**src/hazard_pkg.sv**
```systemverilog
package hazard_pkg;

  localparam int xlen       = 32;  // operand width
  localparam int reg_addr_w = 5;   // x0..x31

  // x0 reads as zero, so it is never a real dependency
  localparam logic [reg_addr_w-1:0] reg_zero = '0;

  // where an instruction's result comes from
  typedef enum logic [1:0] {
    res_alu      = 2'b00,
    res_load     = 2'b01,  // only ready in W
    res_imm_plus = 2'b10,  // lui / auipc sum, ready in M
    res_pc_plus4 = 2'b11   // link value of jal / jalr
  } result_src_e;

  // next-PC choice, resolved in E
  typedef enum logic [1:0] {
    pc_plus4  = 2'b00,  // sequential, the only non-redirect
    pc_branch = 2'b01,
    pc_jal    = 2'b10,
    pc_jalr   = 2'b11
  } pc_src_e;

  // operand source, ordered as the mux inputs
  typedef enum logic [1:0] {
    fwd_reg        = 2'b00,  // value read from the register file
    fwd_w_result   = 2'b01,
    fwd_m_imm_plus = 2'b10,
    fwd_m_alu      = 2'b11
  } fwd_sel_e;

endpackage

```
**src/stage_if.sv**
```systemverilog
`timescale 1ns/10ps

// control fields of one pipeline stage
interface stage_if import hazard_pkg::*; (
  input logic clk
);

  logic [reg_addr_w-1:0] rs1;
  logic [reg_addr_w-1:0] rs2;
  logic [reg_addr_w-1:0] rd;
  logic                  reg_write;
  result_src_e           result_src;
  pc_src_e               pc_src;

  // stage register side
  modport producer (
    input  clk,
    output rs1, rs2, rd, reg_write, result_src, pc_src
  );

  // hazard logic side, read only
  modport consumer (
    input clk,
    input rs1, rs2, rd, reg_write, result_src, pc_src
  );

endinterface

```
**src/forward_unit.sv**
```systemverilog
`timescale 1ns/10ps

module forward_unit import hazard_pkg::*; (
  stage_if.consumer e_stage,
  stage_if.consumer m_stage,
  stage_if.consumer w_stage,
  output fwd_sel_e  fwd_a,
  output fwd_sel_e  fwd_b
);

  // source choice for one E operand, M has priority over W
  function automatic fwd_sel_e pick_src(
    input logic [reg_addr_w-1:0] rs,
    input logic [reg_addr_w-1:0] m_rd,
    input logic                  m_write,
    input result_src_e           m_src,
    input logic [reg_addr_w-1:0] w_rd,
    input logic                  w_write
  );
    logic     m_hit;
    logic     w_hit;
    fwd_sel_e sel;
    m_hit = (rs != reg_zero) && m_write && (rs == m_rd);
    w_hit = (rs != reg_zero) && w_write && (rs == w_rd);
    if (m_hit && (m_src == res_alu)) begin
      sel = fwd_m_alu;
    end else if (m_hit && (m_src == res_imm_plus)) begin
      sel = fwd_m_imm_plus;
    end else if (w_hit) begin
      // also reached when M matches but its value is not ready yet
      sel = fwd_w_result;
    end else begin
      sel = fwd_reg;
    end
    return sel;
  endfunction

  assign fwd_a = pick_src(e_stage.rs1,
                          m_stage.rd, m_stage.reg_write, m_stage.result_src,
                          w_stage.rd, w_stage.reg_write);

  assign fwd_b = pick_src(e_stage.rs2,
                          m_stage.rd, m_stage.reg_write, m_stage.result_src,
                          w_stage.rd, w_stage.reg_write);

  // x0 operands always come from the register file
  assert property (@(posedge e_stage.clk)
    ((e_stage.rs1 == reg_zero) |-> (fwd_a == fwd_reg)) and
    ((e_stage.rs2 == reg_zero) |-> (fwd_b == fwd_reg)))
    else $error("forward_unit: x0 operand forwarded at %0t", $time);

endmodule

```
**src/hazard_resolve.sv**
```systemverilog
`timescale 1ns/10ps

module hazard_resolve import hazard_pkg::*; (
  input  fwd_sel_e        fwd_a,
  input  fwd_sel_e        fwd_b,
  input  logic            load_use,
  input  logic            redirect,
  input  logic [xlen-1:0] e_rd1,
  input  logic [xlen-1:0] e_rd2,
  input  logic [xlen-1:0] m_alu_out,
  input  logic [xlen-1:0] m_imm_plus,
  input  logic [xlen-1:0] w_result,
  output logic [xlen-1:0] src_a,
  output logic [xlen-1:0] src_b,
  output logic            f_stall,
  output logic            d_stall,
  output logic            d_flush,
  output logic            e_flush
);

  // one operand mux, four sources
  function automatic logic [xlen-1:0] operand_mux(
    input fwd_sel_e        sel,
    input logic [xlen-1:0] reg_val,
    input logic [xlen-1:0] m_alu,
    input logic [xlen-1:0] m_imm,
    input logic [xlen-1:0] w_val
  );
    logic [xlen-1:0] val;
    case (sel)
      fwd_w_result:   val = w_val;
      fwd_m_imm_plus: val = m_imm;
      fwd_m_alu:      val = m_alu;
      default:        val = reg_val;
    endcase
    return val;
  endfunction

  assign src_a = operand_mux(fwd_a, e_rd1, m_alu_out, m_imm_plus, w_result);
  assign src_b = operand_mux(fwd_b, e_rd2, m_alu_out, m_imm_plus, w_result);

  always_comb begin
    f_stall = load_use;              // hold PC
    d_stall = load_use;              // hold the consumer in D
    d_flush = redirect;              // wrong-path instruction in D
    e_flush = redirect || load_use;  // bubble into E for either case

    // a held D without a bubble behind it would issue the consumer twice
    if (f_stall || d_stall) begin
      assert (e_flush && (f_stall == d_stall))
        else $error("hazard_resolve: stall without E flush at %0t", $time);
    end
  end

endmodule

```
**src/hazard_top.sv**
```systemverilog
`timescale 1ns/10ps

module hazard_top import hazard_pkg::*; (
  input  logic                  clk,
  input  logic                  reset_x,
  // decoded D fields
  input  logic [reg_addr_w-1:0] d_rs1,
  input  logic [reg_addr_w-1:0] d_rs2,
  input  logic [reg_addr_w-1:0] d_rd,
  input  logic                  d_reg_write,
  input  result_src_e           d_result_src,
  // resolved in E
  input  pc_src_e               e_pc_src,
  // datapath values
  input  logic [xlen-1:0]       e_rd1,
  input  logic [xlen-1:0]       e_rd2,
  input  logic [xlen-1:0]       m_alu_out,
  input  logic [xlen-1:0]       m_imm_plus,
  input  logic [xlen-1:0]       w_result,
  // to the E operand inputs
  output logic [xlen-1:0]       src_a,
  output logic [xlen-1:0]       src_b,
  // pipeline controls
  output logic                  f_stall,
  output logic                  d_stall,
  output logic                  d_flush,
  output logic                  e_flush
);

  fwd_sel_e fwd_a;
  fwd_sel_e fwd_b;
  logic     load_use;
  logic     redirect;

  stage_if e_stage (.clk(clk));
  stage_if m_stage (.clk(clk));
  stage_if w_stage (.clk(clk));

  pipe_regs u_pipe_regs (
    .clk          (clk),
    .reset_x      (reset_x),
    .d_rs1        (d_rs1),
    .d_rs2        (d_rs2),
    .d_rd         (d_rd),
    .d_reg_write  (d_reg_write),
    .d_result_src (d_result_src),
    .e_pc_src     (e_pc_src),
    .e_flush      (e_flush),   // fed back from hazard_resolve
    .e_stage      (e_stage.producer),
    .m_stage      (m_stage.producer),
    .w_stage      (w_stage.producer)
  );

  forward_unit u_forward_unit (
    .e_stage (e_stage.consumer),
    .m_stage (m_stage.consumer),
    .w_stage (w_stage.consumer),
    .fwd_a   (fwd_a),
    .fwd_b   (fwd_b)
  );

  stall_detect u_stall_detect (
    .d_rs1    (d_rs1),
    .d_rs2    (d_rs2),
    .e_stage  (e_stage.consumer),
    .load_use (load_use),
    .redirect (redirect)
  );

  hazard_resolve u_hazard_resolve (
    .fwd_a      (fwd_a),
    .fwd_b      (fwd_b),
    .load_use   (load_use),
    .redirect   (redirect),
    .e_rd1      (e_rd1),
    .e_rd2      (e_rd2),
    .m_alu_out  (m_alu_out),
    .m_imm_plus (m_imm_plus),
    .w_result   (w_result),
    .src_a      (src_a),
    .src_b      (src_b),
    .f_stall    (f_stall),
    .d_stall    (d_stall),
    .d_flush    (d_flush),
    .e_flush    (e_flush)
  );

endmodule

```
**src/pipe_regs.sv**
```systemverilog
`timescale 1ns/10ps

module pipe_regs import hazard_pkg::*; (
  input  logic                  clk,
  input  logic                  reset_x,
  input  logic [reg_addr_w-1:0] d_rs1,
  input  logic [reg_addr_w-1:0] d_rs2,
  input  logic [reg_addr_w-1:0] d_rd,
  input  logic                  d_reg_write,
  input  result_src_e           d_result_src,
  input  pc_src_e               e_pc_src,
  input  logic                  e_flush,
  stage_if.producer             e_stage,
  stage_if.producer             m_stage,
  stage_if.producer             w_stage
);

  logic d_writes;

  // a write to x0 is dropped on entry, later stages never see it as a producer
  assign d_writes = d_reg_write && (d_rd != reg_zero);

  // branch outcome only exists in E, so it is not registered here
  assign e_stage.pc_src = e_pc_src;

  // D -> E, reset and flush both leave a bubble
  always_ff @(posedge clk) begin
    if (reset_x || e_flush) begin
      e_stage.rs1        <= reg_zero;
      e_stage.rs2        <= reg_zero;
      e_stage.rd         <= reg_zero;
      e_stage.reg_write  <= 1'b0;
      e_stage.result_src <= res_alu;
    end else begin
      e_stage.rs1        <= d_rs1;
      e_stage.rs2        <= d_rs2;
      e_stage.rd         <= d_rd;
      e_stage.reg_write  <= d_writes;
      e_stage.result_src <= d_result_src;
    end
  end

  // E -> M every cycle
  always_ff @(posedge clk) begin
    if (reset_x) begin
      m_stage.rs1        <= reg_zero;
      m_stage.rs2        <= reg_zero;
      m_stage.rd         <= reg_zero;
      m_stage.reg_write  <= 1'b0;
      m_stage.result_src <= res_alu;
      m_stage.pc_src     <= pc_plus4;
    end else begin
      m_stage.rs1        <= e_stage.rs1;
      m_stage.rs2        <= e_stage.rs2;
      m_stage.rd         <= e_stage.rd;
      m_stage.reg_write  <= e_stage.reg_write;
      m_stage.result_src <= e_stage.result_src;
      m_stage.pc_src     <= e_stage.pc_src;   // branch that redirected, kept for trace
    end
  end

  // M -> W every cycle
  always_ff @(posedge clk) begin
    if (reset_x) begin
      w_stage.rs1        <= reg_zero;
      w_stage.rs2        <= reg_zero;
      w_stage.rd         <= reg_zero;
      w_stage.reg_write  <= 1'b0;
      w_stage.result_src <= res_alu;
      w_stage.pc_src     <= pc_plus4;
    end else begin
      w_stage.rs1        <= m_stage.rs1;
      w_stage.rs2        <= m_stage.rs2;
      w_stage.rd         <= m_stage.rd;
      w_stage.reg_write  <= m_stage.reg_write;
      w_stage.result_src <= m_stage.result_src;
      w_stage.pc_src     <= m_stage.pc_src;
    end
  end

  // an x0 destination presented in D never arrives in W as a write
  assert property (@(posedge clk) disable iff (reset_x)
    (d_reg_write && (d_rd == reg_zero)) |-> ##3 !w_stage.reg_write)
    else $error("pipe_regs: x0 write reached W at %0t", $time);

endmodule

```
**src/stall_detect.sv**
```systemverilog
`timescale 1ns/10ps

module stall_detect import hazard_pkg::*; (
  input  logic [reg_addr_w-1:0] d_rs1,
  input  logic [reg_addr_w-1:0] d_rs2,
  stage_if.consumer             e_stage,
  output logic                  load_use,
  output logic                  redirect
);

  logic e_is_load;  // E will write a loaded value
  logic d_needs_e;  // D reads what E writes

  assign e_is_load = (e_stage.result_src == res_load) && (e_stage.rd != reg_zero);
  assign d_needs_e = (d_rs1 == e_stage.rd) || (d_rs2 == e_stage.rd);

  // load value reaches W two cycles later, one too late for M forwarding
  assign load_use = e_is_load && d_needs_e;

  // anything but the sequential PC throws away D and E
  assign redirect = (e_stage.pc_src != pc_plus4);

  // the stalled consumer must be preceded by a bubble in E
  assert property (@(posedge e_stage.clk)
    load_use |=> (!e_stage.reg_write && (e_stage.rd == reg_zero)))
    else $error("stall_detect: no bubble after load-use at %0t", $time);

  // a redirecting instruction is never followed by a live one in E
  assert property (@(posedge e_stage.clk)
    redirect |=> !e_stage.reg_write)
    else $error("stall_detect: E not flushed after redirect at %0t", $time);

endmodule

```
**config.mk**
```make
export PLATFORM = sky130hd
export DESIGN_NAME = hazard_top
export DESIGN_NICKNAME = d
export VERILOG_FILES = /design/src/hazard_pkg.sv /design/src/stage_if.sv /design/src/forward_unit.sv /design/src/hazard_resolve.sv /design/src/hazard_top.sv /design/src/pipe_regs.sv /design/src/stall_detect.sv
export SDC_FILE = /design/constraint.sdc
export NUM_CORES = 1
export LEC_CHECK = 0
export BUFFER_PORTS_ARGS = -buffer_cell sky130_fd_sc_hd__buf_2
export CORE_AREA = 2 2 96 98
export DETAILED_ROUTE_END_ITERATION = 12
export DIE_AREA = 0 0 98 100
export GPL_ROUTABILITY_DRIVEN = 0
export GPL_TIMING_DRIVEN = 0
export PLACE_DENSITY = 0.73
export RECOVER_POWER = 25
export SETUP_SLACK_MARGIN = 0.2
export SYNTH_ARGS = -nofsm -noshare
export SYNTH_HDL_FRONTEND = slang
export SYNTH_SLANG_ARGS = --single-unit
```
**constraint.sdc**
```tcl
create_clock -name clk -period 2.8 [get_ports clk]
set_clock_uncertainty 0.15 [all_clocks]
set_input_delay 0.28 -clock clk [delete_from_list [all_inputs] [get_ports clk]]
set_output_delay 0.28 -clock clk [all_outputs]
set_load 0.01 [all_outputs]
```
==> results.md <==
* DR DRC count at 0
* Setup WS pre-CTS at 0.245 ns
* Final min period at 2.68 ns
* Critical Path AT at 2.25 ns
* CTS Hold Bufs at 0
* Kind of critical path: register to output port
* Post-synthesis cell area at 3040 um2
* TritonCTS clock tree: yes
* Post-synth EDFFs at 0
* RSZ-0062 raised after global routing: yes
* Nets at 804
* Power Density at 245 nW/um2
* Worst VDD drop at 0.308 mV
* Ranking of synthesized cells by area: mux2i_1 32%, dfxtp_1 21%, a22oi_1 8.2%
* IO Pins at 250
* Worst path required time at 2.37 ns
* Pin count of the biggest net entering global routing at 11
* Hold Vio Cnt, Final at 0
* WL final at 13.6 mm
* Ys Warns at 0
* Maxcap violations at 0
* Setup crit end kind: output port
* Die H at 100 um
* Hold_ws at 0.102 ns
* Hold crit path type: primary input to register
* Starting Density at 0.342
* Top-count cell post-synth: mux2i_1
* GRT Residual Overflow at 0
* Worst skew pair latency at 0.28 ns
* Setup_tns at 0 ns
* Register area share after synthesis at 0.211
* All-Layer GR Usage at 0.242
* Synthesized flop and latch total at 32
* Lkg Pwr at 2.32 nW
* Worst Setup Slack, final at 0.124 ns
* Post-synthesis cell type count at 29
* Synth cell count leaders: 96 x mux2i_1, 33 x a22oi_1, 33 x nand2_1, 32 x dfxtp_1, 18 x a21oi_2
* Syn Area/Cell at 8.86 um2
* Synth top area share at 0.316
* Port bufs at 249
* Core Rows at 35
* Routed Antenna Nets at 0
* CTS buffer count at 5
* DR vias at 3,883
* Worst-margin pin slew at 0.515 ns
* Drt via density at 5.27
* Final Setup Violations at 0
* CTS sink count at 32
* Max-slew violations at 0
* Initial DRC Count at 114
* Vias in the first global route at 3,751
* Status: completed
* Initial DRT Pass Iterations at 4
* Clk slew on worst S/H paths at 0.06 ns
* Startpoint types: register
* Max Freq at 374 MHz
* Async set or reset register ratio after synthesis at 0
* Cell type with the largest total area after synthesis: mux2i_1
* Die ar. at 9800 um2
* Die W at 98 um
* Synth-to-layout area growth at 72.3%
* Final period utilization at 0.956
* Synthesized instance count at 343
* Crit-path max FO at 8
* H-Tree Depth at 2
* Clock Tree Buf Depth at 2
* Initial antenna violation count at 7
* Rel. slew slack at 0.657
* DP Wirelength at 10.4 mm
* Core ar. at 8890 um2
* Global-route wire length before repair at 18.9 mm
* Root Driver: clkbuf_8
* WL per Instance at 18.4 um
* Synth Flop Type: dfxtp_1
* PnR Total Power at 1.28 mW
* Layout cell share with drive strength beyond 1 at 0.595
* Syn nets at 525
==> flip-flops by register name, indices dropped and copies added (netlist names) <==
signal,count
u_pipe_regs.w_stage.rd,5
u_pipe_regs.m_stage.rd,5
u_pipe_regs.e_stage.result_src,2
u_pipe_regs.e_stage.reg_write,1
u_pipe_regs.m_stage.result_src,2
u_pipe_regs.e_stage.rs2,5
u_pipe_regs.m_stage.reg_write,1
u_pipe_regs.w_stage.reg_write,1
u_pipe_regs.e_stage.rs1,5
u_pipe_regs.e_stage.rd,5
==> routing by layer <==
metal  vias to the layer above  wire length (um)  track usage
met1                      1828              5150        0.278
met2                       194              6700        0.417
met5                         -                57            0
met4                         8               314       0.0705
li1                       1818                 -            -
met3                        35              1350       0.0975
==> worst max-delay path, stage by stage, from the launching register on <==
cell and delay, ns:
dfxtp_2 0.32, or4_4 0.53, o211a_1 0.24, and4_4 0.16, buf_12 0.15, clkbuf_16 0.16, a21oi_2 0.13, a22oi_1 0.10
buf_2 0.16
==> what timing repair did <==
action / 4_1_cts / 5_1_grt
resized for setup: 47 / 70
pin swaps: 24 / 50
buffers inserted: 8 / 7
cloned: 2 / 6
endpoints found under the setup margin: 64 / 62
==> logic make-up after synthesis <==
kind of cell	Yosys count	synth area share
buffers and inverters	28	0.0535
AO/OA/AOI/OAI	69	0.166
flip-flops	32	0.211
XOR/XNOR	30	0.0865
multiplexers	96	0.316
AND/OR/NAND/NOR	88	0.168
==> power by group <==
part           internal, mW  total (mW)  switching [mW]  leakage [nW]
logic                 0.218       0.433           0.215          2.01
clock network         0.218       0.374           0.156        0.0504
registers             0.466       0.476         0.00975         0.263
==> cells in the final DEF (no fill, tap or decap), types with 15 or more instances in the layout <==
cell	instances
dfxtp_1	25
mux2i_1	94
a21oi_2	15
buf_2	248
xor2_1	16
buf_4	16
a22oi_1	19
nand2_1	24
nor2b_1	16
nor3b_1	17
==> through the flow <==
step / cells / utilization / instance area [um2]
6_report: 737 / 0.589 / 5240
5_1_grt: 734 / 0.588 / 5230
4_1_cts: 720 / 0.536 / 4760
3_3_place_gp: 703 / 0.498 / 4420
2_1_floorplan: 343 / - / 3040
3_5_place_dp: 703 / 0.498 / 4420
==> path summary, 6_finish.rpt <==
check                                                start                                        to  slack (ns)  cells after the start
hold reg to reg   u_pipe_regs.e_stage.reg_write$_SDFF_PP0_  u_pipe_regs.m_stage.reg_write$_SDFF_PP0_        0.30                      1
setup / recovery     u_pipe_regs.e_stage.rs2[1]$_SDFF_PP0_                                 src_b[19]        0.12                      8
hold / removal                                 d_reg_write  u_pipe_regs.e_stage.reg_write$_SDFF_PP0_        0.10                      3
setup reg to reg      u_pipe_regs.e_stage.rd[0]$_SDFF_PP0_     u_pipe_regs.e_stage.rs2[1]$_SDFF_PP0_        0.67                      5
==> layout make-up <==
| type | count | area, um2 |
|---|---|---|
| Antenna cell | 4 | 10.0 |
| Sequential cell | 32 | 649 |
| Fill cell | 844 | 3650 |
| Multi-Input combinational cell | 283 | 2520 |
| Tap cell | 111 | 139 |
| Buffer | 28 | 284 |
| Clock buffer | 7 | 96.3 |
| Timing Repair Buffer | 272 | 1540 |
Power figures use the tool's default switching activity.
